### src/verilog/dcp_pkg.sv
package dcp_pkg;

    // Dump geometry
    localparam int dump_words = 8;                        // Words per line
    localparam int word_bytes = 4;                        // Address step per word
    localparam int hex_digits = 8;                        // Characters per word

    // Counter widths
    localparam int word_cnt_w = $clog2(dump_words + 1);   // Counts 0..dump_words
    localparam int char_cnt_w = $clog2(hex_digits + 2);   // Counts 0..hex_digits

    // ASCII
    localparam logic [7:0] ascii_space   = 8'h20;
    localparam logic [7:0] ascii_colon   = 8'h3A;
    localparam logic [7:0] ascii_cr      = 8'h0D;
    localparam logic [7:0] ascii_lf      = 8'h0A;
    localparam logic [7:0] ascii_zero    = 8'h30;         // Base of '0'..'9'
    localparam logic [7:0] ascii_upper_a = 8'h41;         // Base of 'A'..'F'

    // Receive link answer, valid with ack_rx
    typedef struct packed {
        logic [31:0] addr;                                // Number typed
        logic        empty;                               // Nothing typed
    } rx_rsp_t;

    // What the printer has to render
    typedef enum logic [1:0] {
        item_addr = 2'd0,                                 // Line address and colon
        item_data = 2'd1,                                 // Space and one word
        item_end  = 2'd2                                  // CR LF
    } item_kind_t;

    typedef struct packed {
        item_kind_t  kind;
        logic [31:0] value;                               // Unused for item_end
    } print_item_t;

endpackage

### src/verilog/dcp_addr_scan.sv
`timescale 1ns/1ps

module dcp_addr_scan (
    input  logic             clk,
    input  logic             rst_n,
    input  logic             start_D,       // Command strobe from decoder
    output logic             req_rx_D,      // Ask receiver for a number
    input  logic             ack_rx,
    input  dcp_pkg::rx_rsp_t rx_rsp,        // Valid with ack_rx
    input  logic [31:0]      next_addr,     // Continuation address
    output logic [31:0]      start_addr,
    output logic             addr_valid,    // One-cycle pulse
    output logic             busy,          // Whole command in flight
    input  logic             line_done      // Last byte acknowledged
);

    import dcp_pkg::*;

    logic        rsp_take;                  // Receiver answer this cycle
    logic [31:0] typed_addr;                // Typed number, word aligned

    assign rsp_take   = req_rx_D & ack_rx;
    assign typed_addr = rx_rsp.addr & ~32'(word_bytes - 1);

    // Command and request control
    always_ff @(posedge clk or negedge rst_n) begin
        if (!rst_n) begin
            busy       <= 1'b0;
            req_rx_D   <= 1'b0;
            addr_valid <= 1'b0;
        end else begin
            addr_valid <= rsp_take;                    // One cycle after ack
            if (start_D && !busy) begin                // Start while busy dropped
                busy     <= 1'b1;
                req_rx_D <= 1'b1;                      // High one cycle after start
            end else if (rsp_take) begin
                req_rx_D <= 1'b0;                      // Low in cycle after ack
            end
            if (line_done) begin
                busy <= 1'b0;                          // Ready for next command
            end
        end
    end

    // Address choice, empty input continues the last dump
    always_ff @(posedge clk) begin
        if (rsp_take) begin
            start_addr <= rx_rsp.empty ? next_addr : typed_addr;
        end
    end

    // Open request stays inside the command that raised it
    a_one_req: assert property (@(posedge clk) disable iff (!rst_n)
        req_rx_D |-> busy)
        else $error("req_rx_D open outside a command");

    // Receiver answers only an open request
    a_ack_in_req: assert property (@(posedge clk) disable iff (!rst_n)
        ack_rx |-> req_rx_D)
        else $error("ack_rx without req_rx_D");

endmodule

### src/verilog/dcp_dump_seq.sv
`timescale 1ns/1ps

module dcp_dump_seq (
    input  logic                 clk,
    input  logic                 rst_n,
    input  logic [31:0]          start_addr,
    input  logic                 addr_valid,   // Start of a dump
    output logic [31:0]          addr_D,       // Data memory address
    input  logic [31:0]          dout_dm,      // Word for last cycle's addr_D
    output dcp_pkg::print_item_t item,
    output logic                 item_valid,
    input  logic                 item_ready,
    output logic [31:0]          next_addr     // Start of the following dump
);

    import dcp_pkg::*;

    typedef enum logic [1:0] {
        s_idle,                                // Wait for an address
        s_hold,                                // Item held in item_q
        s_read,                                // Memory read cycle
        s_data                                 // Word offered straight from memory
    } state_t;

    state_t                state;
    print_item_t           item_q;             // Held item
    logic [31:0]           rd_addr;            // Next word address
    logic [word_cnt_w-1:0] word_cnt;           // Reads issued so far
    logic                  all_read;           // Every word of the line read

    assign all_read   = (word_cnt == word_cnt_w'(dump_words));
    assign addr_D     = rd_addr;               // Sampled in s_read only
    assign item_valid = (state == s_hold) || (state == s_data);

    // Fresh word goes out the cycle after its read
    always_comb begin
        if (state == s_data) begin
            item = '{kind: item_data, value: dout_dm};
        end else begin
            item = item_q;
        end
    end

    // Control
    always_ff @(posedge clk or negedge rst_n) begin
        if (!rst_n) begin
            state     <= s_idle;
            word_cnt  <= '0;
            next_addr <= '0;                   // First empty dump starts at 0
        end else begin
            case (state)
                s_idle: begin
                    if (addr_valid) begin
                        state    <= s_hold;    // Address item first
                        word_cnt <= '0;
                    end
                end
                s_hold: begin
                    if (item_ready) begin
                        if (item_q.kind == item_end) begin
                            state     <= s_idle;
                            next_addr <= rd_addr;  // Start plus 32
                        end else if (!all_read) begin
                            state <= s_read;   // Read one cycle after take
                        end
                    end
                end
                s_read: begin
                    state    <= s_data;
                    word_cnt <= word_cnt + 1'b1;
                end
                s_data: begin
                    if (item_ready && !all_read) begin
                        state <= s_read;       // Taken at once, keep going
                    end else begin
                        state <= s_hold;       // Park word or end item
                    end
                end
                default: state <= s_idle;
            endcase
        end
    end

    // Item and address registers
    always_ff @(posedge clk) begin
        case (state)
            s_idle: begin
                if (addr_valid) begin
                    item_q  <= '{kind: item_addr, value: start_addr};
                    rd_addr <= start_addr;
                end
            end
            s_hold: begin
                if (item_ready && item_q.kind == item_data && all_read) begin
                    item_q <= '{kind: item_end, value: 32'h0};
                end
            end
            s_read: rd_addr <= rd_addr + 32'(word_bytes);
            s_data: begin
                if (item_ready && all_read) begin
                    item_q <= '{kind: item_end, value: 32'h0};
                end else begin
                    item_q <= '{kind: item_data, value: dout_dm};  // Capture word
                end
            end
            default: ;
        endcase
    end

    // Offered item waits unchanged for the printer
    a_item_hold: assert property (@(posedge clk) disable iff (!rst_n)
        item_valid && !item_ready |=> item_valid && $stable(item))
        else $error("print item changed before it was taken");

endmodule

### src/verilog/dcp_hex_tx.sv
`timescale 1ns/1ps

module dcp_hex_tx (
    input  logic                 clk,
    input  logic                 rst_n,
    input  dcp_pkg::print_item_t item,
    input  logic                 item_valid,
    output logic                 item_ready,  // High only when idle
    output logic                 req_tx_D,    // Byte on dout_D
    input  logic                 ack_tx,
    output logic [7:0]           dout_D,
    output logic                 line_done    // Pulse after LF ack
);

    import dcp_pkg::*;

    logic                  active;            // Item being printed
    print_item_t           cur;               // Item, value shifts per digit
    logic [char_cnt_w-1:0] idx;               // Character within the item
    logic [char_cnt_w-1:0] last_idx;          // Final character of the item
    logic                  is_digit;          // Current character is hex
    logic [3:0]            nib;               // Most significant nibble left
    logic [7:0]            ch;                // Next byte to send
    logic                  byte_done;         // Byte acknowledged

    assign item_ready = !active;
    assign byte_done  = req_tx_D & ack_tx;
    assign nib        = cur.value[31:28];

    // Character for the current position
    always_comb begin
        is_digit = 1'b0;
        ch       = ascii_lf;
        last_idx = char_cnt_w'(hex_digits);   // Nine characters for addr/data
        case (cur.kind)
            item_addr: begin
                if (idx == char_cnt_w'(hex_digits)) begin
                    ch = ascii_colon;         // After the eight digits
                end else begin
                    is_digit = 1'b1;
                end
            end
            item_data: begin
                if (idx == '0) begin
                    ch = ascii_space;         // Separator first
                end else begin
                    is_digit = 1'b1;
                end
            end
            default: begin
                last_idx = char_cnt_w'(1);    // CR then LF
                ch       = (idx == '0) ? ascii_cr : ascii_lf;
            end
        endcase
        if (is_digit) begin
            if (nib < 4'd10) begin
                ch = ascii_zero + {4'h0, nib};
            end else begin
                ch = ascii_upper_a + {4'h0, nib} - 8'd10;  // Upper case A-F
            end
        end
    end

    // Byte sequencing, two cycles per byte at least
    always_ff @(posedge clk or negedge rst_n) begin
        if (!rst_n) begin
            active    <= 1'b0;
            req_tx_D  <= 1'b0;
            idx       <= '0;
            line_done <= 1'b0;
        end else begin
            line_done <= 1'b0;
            if (!active) begin
                if (item_valid) begin
                    active <= 1'b1;           // Take in one cycle
                    idx    <= '0;
                end
            end else if (!req_tx_D) begin
                req_tx_D <= 1'b1;             // Raise with byte loaded
            end else if (ack_tx) begin
                req_tx_D <= 1'b0;             // Low in cycle after ack
                idx      <= idx + 1'b1;
                if (idx == last_idx) begin
                    active    <= 1'b0;
                    line_done <= (cur.kind == item_end);
                end
            end
        end
    end

    // Item copy and output byte
    always_ff @(posedge clk) begin
        if (!active && item_valid) begin
            cur <= item;
        end else if (byte_done && is_digit) begin
            cur.value <= {cur.value[27:0], 4'h0};  // Next nibble to top
        end
        if (active && !req_tx_D) begin
            dout_D <= ch;                     // Same edge as req rise
        end
    end

    // Byte must not move under an open request
    a_dout_hold: assert property (@(posedge clk) disable iff (!rst_n)
        req_tx_D && !ack_tx |=> req_tx_D && $stable(dout_D))
        else $error("dout_D changed while req_tx_D was high");

endmodule

### src/verilog/dcp_dump_top.sv
`timescale 1ns/1ps

module dcp_dump_top (
    input  logic        clk,
    input  logic        rst_n,
    // Command
    input  logic        start_D,
    output logic        finish_D,
    // Receive link
    output logic        req_rx_D,
    input  logic        ack_rx,
    input  logic [31:0] din_rx,
    input  logic        flag_rx,     // Set for empty input
    // Transmit link
    output logic        req_tx_D,
    input  logic        ack_tx,
    output logic [7:0]  dout_D,
    // Data memory
    output logic [31:0] addr_D,
    input  logic [31:0] dout_dm
);

    import dcp_pkg::*;

    rx_rsp_t     rx_rsp;             // Receive answer bundled
    print_item_t item;
    logic        item_valid;
    logic        item_ready;
    logic [31:0] start_addr;
    logic [31:0] next_addr;          // Continuation, sequencer to scan
    logic        addr_valid;
    logic        busy;
    logic        line_done;

    assign rx_rsp   = '{addr: din_rx, empty: flag_rx};
    assign finish_D = line_done;     // End of command

    dcp_addr_scan u_scan (
        .clk        (clk),
        .rst_n      (rst_n),
        .start_D    (start_D),
        .req_rx_D   (req_rx_D),
        .ack_rx     (ack_rx),
        .rx_rsp     (rx_rsp),
        .next_addr  (next_addr),
        .start_addr (start_addr),
        .addr_valid (addr_valid),
        .busy       (busy),
        .line_done  (line_done)
    );

    dcp_dump_seq u_seq (
        .clk        (clk),
        .rst_n      (rst_n),
        .start_addr (start_addr),
        .addr_valid (addr_valid),
        .addr_D     (addr_D),
        .dout_dm    (dout_dm),
        .item       (item),
        .item_valid (item_valid),
        .item_ready (item_ready),
        .next_addr  (next_addr)
    );

    dcp_hex_tx u_tx (
        .clk        (clk),
        .rst_n      (rst_n),
        .item       (item),
        .item_valid (item_valid),
        .item_ready (item_ready),
        .req_tx_D   (req_tx_D),
        .ack_tx     (ack_tx),
        .dout_D     (dout_D),
        .line_done  (line_done)
    );

    // Line ends only inside a command the scan accepted
    a_finish_in_cmd: assert property (@(posedge clk) disable iff (!rst_n)
        finish_D |-> busy)
        else $error("finish_D outside a command");

endmodule

### config.mk
export PLATFORM = sky130hd
export DESIGN_NAME = dcp_dump_top
export DESIGN_NICKNAME = d
export VERILOG_FILES = /design/src/verilog/dcp_pkg.sv /design/src/verilog/dcp_addr_scan.sv /design/src/verilog/dcp_dump_seq.sv /design/src/verilog/dcp_hex_tx.sv /design/src/verilog/dcp_dump_top.sv
export SDC_FILE = /design/constraint.sdc
export NUM_CORES = 1
export LEC_CHECK = 0
export BUFFER_PORTS_ARGS = -buffer_cell sky130_fd_sc_hd__buf_2
export CORE_ASPECT_RATIO = 0.8
export CORE_MARGIN = 1
export CORE_UTILIZATION = 60
export CTS_CLUSTER_SIZE = 25
export DETAILED_ROUTE_END_ITERATION = 7
export HOLD_SLACK_MARGIN = 0.1
export PLACE_DENSITY = 0.82
export SYNTH_ARGS = -nofsm -noshare
export SYNTH_HDL_FRONTEND = slang
export SYNTH_SLANG_ARGS = --single-unit
### constraint.sdc
create_clock -name clk -period 8.7 [get_ports clk]
set_input_delay 1.74 -clock clk [delete_from_list [all_inputs] [get_ports clk]]
set_output_delay 1.74 -clock clk [all_outputs]
set_load 0.005 [all_outputs]
==> reports/summary.txt, run 1 <==
number of global-route vias before repair -> 6229
worst IR drop on VDD -> 0.215 mV
n_diodes -> 0
Worst Min Path Start -> u_tx.line_done$_DFF_PN0_
Max Cap Viol -> 0
met2 Use GR -> 40.9%
detail-routed via count per cell -> 6.12
Post-Place Worst Slack -> 5650 ps
count of unresolved DRC violations after routing -> 0
hold crit path type -> reg2reg
cell type with the highest aggregate area in the netlist -> sky130_fd_sc_hd__edfxtp_1
setup slack on the worst flop-to-flop path -> 6170 ps
core outline area -> 0.0145 mm^2
sink count of the clock tree -> 187
vias -> 6542
summed area of non-filler cells in the final layout -> 0.0104 mm^2
area of the mapped netlist -> 0.00912 mm^2
Synth Warn # -> 0
Static Leakage -> 4.09 nW
number of synthesized register bits -> 187
height of the die -> 112 um
Pre-antenna DRT Iters -> 5
Crit Path Category -> reg2out
number of gates on the worst path with buffers counted -> 1
sequential fraction of the synthesis area -> 58.9%
part of the cycle the worst path needs -> 33.2%
WL per Instance -> 19.1 um
number of hold buffers added after cts -> 0
RSZ-0062 raised after global routing -> no
GRT overflow -> 0
# setup viols final -> 0
count of cell types in the netlist -> 52
outcome -> finished, final reports clean
PnR Total Power -> 3.38 mW
Critical Path RT -> 6960 ps
sum of net half-perimeters after detailed placement -> 13600 um
total negative slack -> 0 ps
layout cells sized above 1 -> 25.9%
P&R area growth vs syn -> 13.7%
final standard cell utilization of the core -> 71.3%
antenna-violating nets left -> 0
Largest stage delay, worst path -> 530 ps
most frequently used flop master after synthesis -> sky130_fd_sc_hd__edfxtp_1
met1 track utilization from global routing -> 39.0%
Post-Synthesis Cells -> 784
global-route usage over all layers -> 27.0%
Critical path buffers and inverters -> 1
number of DRC markers after the initial detailed-route iteration -> 926
routed wire length -> 20400 um
number of enable flip-flop cells after synthesis -> 139
Worst Path Arrival -> 1150 ps
startpoint of the most critical setup path -> u_seq.addr_D[16]$_DFFE_PP_
# resized after CTS -> 0
origin of the critical flop-to-flop path -> u_seq.word_cnt[0]$_DFFE_PN0P_
buffer depth of the longest clock path -> 2
pin count of the biggest net entering global routing -> 104
slowest CP cell -> sky130_fd_sc_hd__edfxtp_1
initial antenna violation count -> 0
maximum clock frequency -> 346 MHz
count of buffers added by post-CTS timing repair for setup -> 0
CTS tree -> done
total power density per cell area -> 325 mW/mm^2
Reg clk slew, reported paths -> 70 ps
cell-by-cell trace of the critical path -> buf_2
DIE WIDTH -> 140 um
die outline area -> 0.0157 mm^2
Nets -> 952
slew margin rel. -> 23.6%
effective utilization at floorplan -> 62.7%
count of H-tree levels built during CTS -> 4
kind of launch point of the worst setup path -> flip-flop
port bufs -> 109
nets in the synthesized netlist -> 864
critical path fanouts, max -> 8
worst clock skew -> 11.0 ps
Hold Path Stages -> 1
leading cell type in the layout, fill and taps excluded -> sky130_fd_sc_hd__edfxtp_1
cell area after placement -> 0.00978 mm^2
final hold vios -> 0
number of clock buffers inserted by TritonCTS -> 17
cell depth of the worst flop-to-flop path -> 8
boundary pin count -> 113
post-route minimum period -> 2890 ps
most used routing layer in global routing -> met2
number of standard-cell rows in the floorplan -> 39
synthesized area per cell -> 11.6 um^2
top cells by area in the synthesized netlist -> sky130_fd_sc_hd__edfxtp_1 (46%), sky130_fd_sc_hd__dfrtp_1 (13%), sky130_fd_sc_hd__mux2_2 (7.7%), sky130_fd_sc_hd__nand2_1 (3.5%), sky130_fd_sc_hd__mux2i_1 (3.4%)
final weighted congestion in routability-driven placement -> 0.875
met3 Use GR -> 5.55%
Clk Latency, worst-skew pair -> 430 ps
actual transition at the worst max-transition pin -> 1150 ps
wire length of the first global-routing pass -> 32500 um
endpoint type of the worst setup path -> output port
cell class contributing the biggest share of worst-path delay -> flip-flops
Pins Over Slew Limit -> 0
cell chosen for the clock root -> sky130_fd_sc_hd__clkbuf_16
asr flop ratio synth -> 25.7%
commonest non-fill, non-tap cells in the layout -> sky130_fd_sc_hd__edfxtp_1 (139), sky130_fd_sc_hd__buf_2 (109), sky130_fd_sc_hd__nand2_1 (85)
worst setup slack after layout -> 5810 ps
area share of the largest cell type after synthesis -> 45.8%
[sequential cells by signal, summed over array words and instances, names as in the netlist, 2 cells and up]
name               flops
u_seq.state            2
u_seq.item_q          34
u_scan.start_addr     32
u_tx.cur              34
u_seq.word_cnt         4
u_seq.addr_D          32
u_tx.dout_D            7
u_seq.next_addr       32
u_tx.idx               4
[stage by stage]
step | instances | hold slack [ps]
after global routing | 1069 | 463
after global placement | 1037 | 422
after floorplan | 784 | 426
after CTS | 1069 | 436
after detailed placement | 1037 | 412
final | 1069 | 434
[worst paths after layout]
path                                                 end
max                                           addr_D[16]
min in group asynchronous  u_seq.word_cnt[1]$_DFFE_PN0P_
min                              u_scan.busy$_DFFE_PN0P_
min reg2reg                      u_scan.busy$_DFFE_PN0P_
max reg2reg                    u_seq.item_q[2]$_DFFE_PP_
max in group asynchronous        u_tx.idx[3]$_DFFE_PN0P_
[cell type report]
type | instances | area (um^2)
sequential | 187 | 5380
fill | 981 | 4170
clock buffer | 20 | 479
inverter | 56 | 210
multi-input combinational | 492 | 3350
tap | 184 | 230
clock inverter | 12 | 113
timing repair buffer | 118 | 613
[routing by layer]
| metal | up-vias | routed length (um) |
|---|---|---|
| met5 | - | 0 |
| met4 | 0 | 410 |
| met3 | 31 | 1750 |
| met2 | 280 | 9360 |
| met1 | 3181 | 8880 |
| li1 | 3050 | - |
[power breakdown]
| part | switching (mW) | internal [mW] |
|---|---|---|
| clock | 0.343 | 0.430 |
| combinational | 0.615 | 0.399 |
| sequential | 0.220 | 1.37 |
| total | 1.18 | 2.20 |
[cell families (layout without fill, tap and decap cells)]
kind of cell	count (synthesis)	in the layout	synth area share (%)
AND/OR/NAND/NOR	226	226	12.0
flip-flops	187	187	58.9
AO/OA/AOI/OAI	144	144	10.2
buffers and inverters	105	206	4.61
multiplexers	93	93	11.1
XOR/XNOR	18	18	1.73
adder cells (fa/ha/maj)	10	10	1.37
other	1	1	0.0411
[synth_stat cells, drive strengths merged, types with 4 or more instances]
cell type	number
o21ai	48
nor2	48
buf	17
nand2b	11
nand3	18
o22ai	4
ha	10
clkbuf	32
or4	8
nor4	6
dfrtp	48
mux2	62
nor3	7
mux2i	31
or3	7
o32ai	32
nand2	85
and2	4
or2	4
xnor2	15
o31ai	4
nand4	11
a21oi	23
a31oi	16
nor2b	7
edfxtp	139
inv	56
Power figures use the tool's default switching activity.
==> inputs of run 2 (changes only) <==
--- a/config.mk
+++ b/config.mk
@@ -5,14 +5,15 @@
 export SDC_FILE = /design/constraint.sdc
 export NUM_CORES = 1
 export LEC_CHECK = 0
+export ABC_AREA = 1
 export BUFFER_PORTS_ARGS = -buffer_cell sky130_fd_sc_hd__buf_2
 export CORE_ASPECT_RATIO = 0.8
 export CORE_MARGIN = 1
-export CORE_UTILIZATION = 60
+export CORE_UTILIZATION = 58
 export CTS_CLUSTER_SIZE = 25
 export DETAILED_ROUTE_END_ITERATION = 7
 export HOLD_SLACK_MARGIN = 0.1
-export PLACE_DENSITY = 0.82
+export PLACE_DENSITY = 0.8
 export SYNTH_ARGS = -nofsm -noshare
 export SYNTH_HDL_FRONTEND = slang
 export SYNTH_SLANG_ARGS = --single-unit
==> constraint.sdc (replaced) <==
create_clock -name clk -period 2.98 [get_ports clk]
set_input_delay 0.596 -clock clk [delete_from_list [all_inputs] [get_ports clk]]
set_output_delay 0.596 -clock clk [all_outputs]
set_load 0.005 [all_outputs]
==> reports/summary.txt, run 2 <==
count of H-tree levels built during CTS -> 4 (unchanged)
actual transition at the worst max-transition pin -> 1010 ps (-141 ps)
nets in the synthesized netlist -> 1017 (+18%)
GRT overflow -> 0 (unchanged)
number of standard-cell rows in the floorplan -> 40 (+2.6%)
number of enable flip-flop cells after synthesis -> 139 (unchanged)
core outline area -> 0.0151 mm^2 (+3.6%)
Max Cap Viol -> 0 (unchanged)
cell type with the highest aggregate area in the netlist -> sky130_fd_sc_hd__edfxtp_1
Pre-antenna DRT Iters -> 6 (+1)
sum of net half-perimeters after detailed placement -> 15100 um (+11%)
final weighted congestion in routability-driven placement -> 0.923 (+5.5%)
WL per Instance -> 17.1 um (-11%)
slowest CP cell -> sky130_fd_sc_hd__o21ai_2
antenna-violating nets left -> 0 (unchanged)
combinational family with the most area after synthesis -> simple AND/OR/NAND/NOR gates
sequential fraction of the synthesis area -> 60.1% (+1.2 points)
number of global-route vias before repair -> 6551 (+5.2%)
vias -> 7023 (+7.4%)
worst clock skew -> 9.51 ps (-1.50 ps)
outcome -> finished, final reports clean
sink count of the clock tree -> 187 (unchanged)
worst IR drop on VDD -> 0.496 mV (+130%)
synthesized area per cell -> 9.55 um^2 (-18%)
initial antenna violation count -> 0 (unchanged)
Reg clk slew, reported paths -> 70 ps (about the same)
P&R area growth vs syn -> 14.3%
pin count of the biggest net entering global routing -> 59 (-43%)
layout cells sized above 1 -> 19.0% (-6.9 points)
area share of the largest cell type after synthesis -> 46.7% (+0.90 points)
most frequently used flop master after synthesis -> sky130_fd_sc_hd__edfxtp_1
worst hold slack across all endpoints -> 109 ps (-325 ps)
Crit Path Category -> reg2reg
die outline area -> 0.0159 mm^2 (+1.4%)
origin of the critical flop-to-flop path -> u_seq.state[0]$_DFFE_PN0P_
post-route minimum period -> 2290 ps
effective utilization at floorplan -> 59.4% (-3.3 points)
asr flop ratio synth -> 25.7% (unchanged)
n_diodes -> 0 (unchanged)
multiplexer share of the synthesized area -> 4.53% (-6.5 points)
height of the die -> 113 um (+0.71%)
wire length of the first global-routing pass -> 34500 um (+6.1%)
xor/xnor cell area share of the yosys netlist -> 0.392% (-1.3 points)
buffer depth of the longest clock path -> 2 (unchanged)
DIE WIDTH -> 141 um (+0.72%)
Clk Latency, worst-skew pair -> 430 ps (about the same)
Worst Path Arrival -> 2390 ps (+1240 ps)
most frequent cells after synthesis -> sky130_fd_sc_hd__nand2_1 (290), sky130_fd_sc_hd__edfxtp_1 (139), sky130_fd_sc_hd__nor2_1 (104), sky130_fd_sc_hd__inv_1 (75), sky130_fd_sc_hd__o21ai_0 (74)
number of hold buffers added after cts -> 0 (unchanged)
maximum clock frequency -> 437 MHz
count of unresolved DRC violations after routing -> 0 (unchanged)
setup slack on the worst flop-to-flop path -> 690 ps (-5480 ps)
# setup viols final -> 0 (unchanged)
part of the cycle the worst path needs -> 76.8%
detail-routed via count per cell -> 5.56 (-9.2%)
slew margin rel. -> 33.0% (+9.4 points)
cell area after placement -> 0.00972 mm^2 (-0.68%)
port bufs -> 109 (unchanged)
Static Leakage -> 4.40 nW (+7.5%)
cell-by-cell trace of the critical path -> inv_1 > ha_1 > o21ai_2 > buf_4
endpoint type of the worst setup path -> flip-flop
# resized after CTS -> 0 (unchanged)
Critical Path RT -> 3090 ps (-3870 ps)
RSZ-0062 raised after global routing -> no
final hold vios -> 0 (unchanged)
leading cell type in the layout, fill and taps excluded -> sky130_fd_sc_hd__nand2_1
top cells by area in the synthesized netlist -> sky130_fd_sc_hd__edfxtp_1 (47%), sky130_fd_sc_hd__dfrtp_1 (13%), sky130_fd_sc_hd__nand2_1 (12%), sky130_fd_sc_hd__nor2_1 (4.4%), sky130_fd_sc_hd__mux2_2 (4.3%)
summed area of non-filler cells in the final layout -> 0.0102 mm^2 (-1.4%)
critical path fanouts, max -> 19 (+11)
number of clock buffers inserted by TritonCTS -> 17 (unchanged)
Synth Warn # -> 0 (unchanged)
kind of launch point of the worst setup path -> flip-flop
CTS tree -> done
Largest stage delay, worst path -> 810 ps (+280 ps)
Pins Over Slew Limit -> 0 (unchanged)
count of cell types in the netlist -> 33 (-37%)
cell chosen for the clock root -> sky130_fd_sc_hd__clkbuf_16
Post-Synthesis Cells -> 937 (+20%)
routed wire length -> 21600 um (+5.7%)
final standard cell utilization of the core -> 67.9% (-3.4 points)
simple logic cell fraction of the synthesized area -> 20.0% (+8.0 points)
boundary pin count -> 113 (unchanged)
compound-gate portion of the synthesized area -> 8.38% (-1.9 points)
Crit Reg-Reg Endpoint -> u_seq.addr_D[4]$_DFFE_PP_
global-route usage over all layers -> 28.9% (+1.8 points)
total negative slack -> 0 ps (unchanged)
cell depth of the worst flop-to-flop path -> 4 (-4)
adder-cell area share of the yosys netlist -> 1.40% (+0.027 points)
commonest non-fill, non-tap cells in the layout -> sky130_fd_sc_hd__nand2_1 (290), sky130_fd_sc_hd__edfxtp_1 (139), sky130_fd_sc_hd__buf_2 (109)
Layout fillers -> 1125 (+15%)
number of synthesized register bits -> 187 (unchanged)
count of buffers added by post-CTS timing repair for setup -> 0 (unchanged)
number of DRC markers after the initial detailed-route iteration -> 700 (-24%)
top flop regs -> u_seq.item_q: 34 flops, u_tx.cur: 34 flops
area of the mapped netlist -> 0.00895 mm^2 (-1.9%)
total power density per cell area -> 854 mW/mm^2 (+160%)
Nets -> 1122 (+18%)
hold crit path type -> in2async
leading cell type by number of instances after synthesis -> sky130_fd_sc_hd__nand2_1
==> run 2: changes by cell type after synthesis, sizes merged, moves of 9 or more <==
cell    delta
mux2i     -31
nor2      +62
inv       +22
o21ai     +28
mux2      -26
nand4      -9
a21oi     -13
nand3     +16
nand2    +207
o32ai     -32
a31oi     +19
nand2b    -11
clkbuf    -17
xnor2     -15
==> run 2: worst max path at each step <==
| stage | start | slack (ps) | to |
|---|---|---|---|
| after detailed placement | u_seq.state[0]$_DFFE_PN0P_ | 740 | u_seq.addr_D[28]$_DFFE_PP_ |
| after global placement | u_seq.state[0]$_DFFE_PN0P_ | 780 | u_seq.addr_D[28]$_DFFE_PP_ |
| after global routing | u_seq.state[0]$_DFFE_PN0P_ | 600 | u_seq.addr_D[4]$_DFFE_PP_ |
| final | u_seq.state[0]$_DFFE_PN0P_ | 690 | u_seq.addr_D[4]$_DFFE_PP_ |
| after CTS | u_seq.state[0]$_DFFE_PN0P_ | 720 | u_seq.addr_D[3]$_DFFE_PP_ |
| after floorplan | u_tx.idx[0]$_DFFE_PN0P_ | 10 | u_tx.cur[0]$_SDFFCE_PN0P_ |
==> run 2: through the flow <==
step	cells	power, mW	setup WS, ps
2_1_floorplan	937	5.90	12.9
3_5_place_dp	1233	6.72	742
5_1_grt	1264	9.23	602
6_report	1264	8.73	692
4_1_cts	1264	8.73	716
3_3_place_gp	1233	6.58	780
==> run 2: power breakdown <==
part	leakage (nW)	switching [mW]	internal [mW]
registers	1.91	0.420	3.92
logic	2.24	1.56	0.820
clock network	0.240	0.956	1.06
total	4.40	2.94	5.79
==> run 2: cell type report <==
class                   instances  area [um^2]  area share [%]
flip-flops and latches        187         5380            52.6
clock buffers                  20          437            4.27
inverters                      79          297            2.90
well taps                     210          263            2.57
clock inverters                11         75.1           0.734
repair buffers                122          656            6.41
multi-input cells             635         3130            30.6
==> run 2: layer usage <==
metal	GRT usage (%)	up-vias	routed length (um)
met5	0	-	0
met4	8.26	0	257
met3	5.76	22	2320
met2	44.5	347	9840
met1	42.0	3290	9140
li1	-	3364	-
==> run 2: kinds of logic after synthesis <==
kind of cell             Yosys count
adder cells (fa/ha/maj)           10
other                              1
XOR/XNOR                           4
AND/OR/NAND/NOR                  448
buffers and inverters            115
multiplexers                      36
flip-flops                       187
AO/OA/AOI/OAI                    136
==> run 2: critical path: cells and delay by family, from the launching register on <==
| family | cells | cell delay, ps |
|---|---|---|
| flops | 1 | 410 |
| compound gates | 1 | 810 |
| buf+inv | 2 | 510 |
| fa+ha+maj | 1 | 250 |
==> inputs of run 3 (changes only) <==
==> constraint.sdc (replaced) <==
create_clock -name clk -period 2.14 [get_ports clk]
set_input_delay 0.428 -clock clk [delete_from_list [all_inputs] [get_ports clk]]
set_output_delay 0.428 -clock clk [all_outputs]
set_load 0.005 [all_outputs]
==> reports/summary.txt, run 3 (synthesis results as in run 2) <==
P&R area growth vs syn -> 16.7%
register share of total power -> 48.1% (-1.5 points)
layout cells sized above 1 -> 19.9% (+0.91 points)
worst clock skew -> 12.1 ps (+2.62 ps)
Worst Path Arrival -> 2090 ps (-300 ps)
commonest non-fill, non-tap cells in the layout -> sky130_fd_sc_hd__nand2_1 (290), sky130_fd_sc_hd__edfxtp_1 (139), sky130_fd_sc_hd__buf_2 (109)
number of DRC markers after the initial detailed-route iteration -> 672 (-4.0%)
cell depth of the worst flop-to-flop path -> 8 (+4)
core outline area -> 0.0151 mm^2 (unchanged)
Switching Fraction -> 33.0% (-0.69 points)
kind of launch point of the worst setup path -> flip-flop
sum of net half-perimeters after detailed placement -> 15500 um (+2.3%)
Clk Latency, worst-skew pair -> 430 ps (about the same)
die outline area -> 0.0159 mm^2 (unchanged)
DIE WIDTH -> 141 um (unchanged)
post-route minimum period -> 1960 ps (-324 ps)
critical path fanouts, max -> 32 (+13)
setup slack on the worst flop-to-flop path -> 180 ps (-520 ps)
number of global-route vias before repair -> 6465 (-1.3%)
final hold vios -> 0 (unchanged)
actual transition at the worst max-transition pin -> 603 ps (-402 ps)
Reg clk slew, reported paths -> 70 ps (about the same)
cell chosen for the clock root -> sky130_fd_sc_hd__clkbuf_16
Hold Path Stages -> 3
origin of the critical flop-to-flop path -> u_tx.idx[0]$_DFFE_PN0P_
routed wire length -> 21600 um (about the same)
number of placed instances, taps included -> 1243 (+0.81%)
non-filler cells, final -> 1276 (+0.95%)
GRT overflow -> 0 (unchanged)
final weighted congestion in routability-driven placement -> 0.962 (+4.3%)
part of the cycle the worst path needs -> 91.8% (+15 points)
height of the die -> 113 um (unchanged)
initial antenna violation count -> 0 (unchanged)
slew margin rel. -> 59.7% (+27 points)
summed area of non-filler cells in the final layout -> 0.0104 mm^2 (+2.0%)
leading cell type in the layout, fill and taps excluded -> sky130_fd_sc_hd__nand2_1
Crit Path Category -> reg2reg
effective utilization at floorplan -> 59.4% (unchanged)
worst hold slack across all endpoints -> 246 ps (+137 ps)
Max Cap Viol -> 0 (unchanged)
top flop regs -> u_seq.item_q: 34 flops, u_tx.cur: 34 flops
Static Leakage -> 4.51 nW (+2.5%)
PnR Total Power -> 12.5 mW (+44%)
RSZ-0062 raised after global routing -> no
count of H-tree levels built during CTS -> 4 (unchanged)
internal cell power -> 8.40 mW (+45%)
final standard cell utilization of the core -> 69.3% (+1.4 points)
CTS tree -> done
pin count of the biggest net entering global routing -> 57 (-3.4%)
# setup viols final -> 0 (unchanged)
Post-Place Worst Slack -> 205 ps (-536 ps)
clock share of power -> 24.3% (+1.2 points)
wire length of the first global-routing pass -> 33800 um (-2.1%)
endpoint type of the worst setup path -> flip-flop
buffer depth of the longest clock path -> 2 (unchanged)
vias -> 7050 (+0.38%)
global-route usage over all layers -> 28.4% (-0.46 points)
n_diodes -> 0 (unchanged)
Worst Min Path Start -> start_D
number of standard-cell rows in the floorplan -> 40 (unchanged)
Crit Reg-Reg Endpoint -> u_tx.cur[0]$_SDFFCE_PN0P_
boundary pin count -> 113 (unchanged)
port bufs -> 109 (unchanged)
Critical Path RT -> 2260 ps (-830 ps)
maximum clock frequency -> 509 MHz (+16%)
WL per Instance -> 16.9 um (-1.0%)
total negative slack -> 0 ps (unchanged)
outcome -> finished, final reports clean
number of clock buffers inserted by TritonCTS -> 17 (unchanged)
worst min-delay path endpoint -> u_scan.req_rx_D$_DFFE_PN0P_
Layout fillers -> 1146 (+1.9%)
Pins Over Slew Limit -> 0 (unchanged)
antenna-violating nets left -> 0 (unchanged)
hold crit path type -> in2reg
count of unresolved DRC violations after routing -> 0 (unchanged)
sink count of the clock tree -> 187 (unchanged)
count of buffers added by post-CTS timing repair for setup -> 0 (unchanged)
detail-routed via count per cell -> 5.53 (-0.56%)
total power density per cell area -> 1200 mW/mm^2 (+41%)
Nets -> 1133 (+0.98%)
Net Switching -> 4.13 mW (+41%)
cell area after placement -> 0.00986 mm^2 (+1.5%)
footprint of the multi-input gates -> 0.00313 mm^2 (+0.24%)
worst setup slack after layout -> 176 ps (-516 ps)
Pre-antenna DRT Iters -> 6 (unchanged)
total area of sequential cells -> 0.00538 mm^2 (unchanged)
worst IR drop on VDD -> 0.639 mV (+29%)
portion of total power attributed to combinational logic -> 27.6% (+0.3 points)
-- run 3: cell count changes in the layout (fill, tap and decap cells not counted), moves of 2 or more --
cell                         previous run  this run
sky130_fd_sc_hd__buf_4                 12        17
sky130_fd_sc_hd__clkinvlp_4             4         2
sky130_fd_sc_hd__clkbuf_8               0         3
sky130_fd_sc_hd__buf_12                 1         6
-- run 3: how the worst max path moves through the flow --
stage                                              from                          to  slack [ps]  cells after the start
after floorplan           u_seq.word_cnt[0]$_DFFE_PN0P_   u_seq.item_q[0]$_DFFE_PP_          20                      8
after global placement          u_tx.idx[0]$_DFFE_PN0P_      u_tx.cur[24]$_DFFE_PP_         260                      8
after detailed placement     u_seq.state[1]$_DFFE_PN0P_  u_seq.item_q[12]$_DFFE_PP_         210                      6
after CTS                    u_seq.state[1]$_DFFE_PN0P_  u_seq.item_q[12]$_DFFE_PP_         200                      6
after global routing            u_tx.idx[0]$_DFFE_PN0P_      u_tx.cur[28]$_DFFE_PP_          20                      8
final                           u_tx.idx[0]$_DFFE_PN0P_   u_tx.cur[0]$_SDFFCE_PN0P_         180                      8
-- run 3: power by group through the flow --
stage	Sequential, mW	Combinational [mW]	Clock, mW
after global routing	6.13	3.89	3.19
after CTS	6.02	3.46	3.05
after global placement	6.02	3.28	0
after floorplan	5.92	2.31	0
final	6.03	3.46	3.04
after detailed placement	6.08	3.42	0
-- run 3: area by class of cell --
type                    count  area share [%]
clock inverters            10           0.863
inverters                  79            2.84
flip-flops and latches    187            51.5
clock buffers              22            4.54
repair buffers            133            7.70
well taps                 210            2.52
multi-input cells         635            30.0
-- run 3: layer usage --
layer  up-vias  global-route usage (%)  routed length [um]
li1       3382                       -                   -
met1      3317                    41.9                9680
met2       334                    43.1                9700
met3        17                    6.22                1870
met4         0                    7.17                 300
met5         -                       0                   0
-- run 3: what timing repair did --
item                                   4_1_cts  5_1_grt
endpoints found under the hold margin       15        0
hold buffers                                 1        0
gates resized for setup                      0        0
-- run 3: worst max-delay path: stages, from the launching register on --
cell and delay [ps]:
sky130_fd_sc_hd__dfrtp_1 400, sky130_fd_sc_hd__inv_1 100, sky130_fd_sc_hd__ha_1 230, sky130_fd_sc_hd__nand3_1 160, sky130_fd_sc_hd__nand3_1 90, sky130_fd_sc_hd__nand2_1 150
sky130_fd_sc_hd__inv_1 120, sky130_fd_sc_hd__o21ai_4 160, sky130_fd_sc_hd__buf_12 220
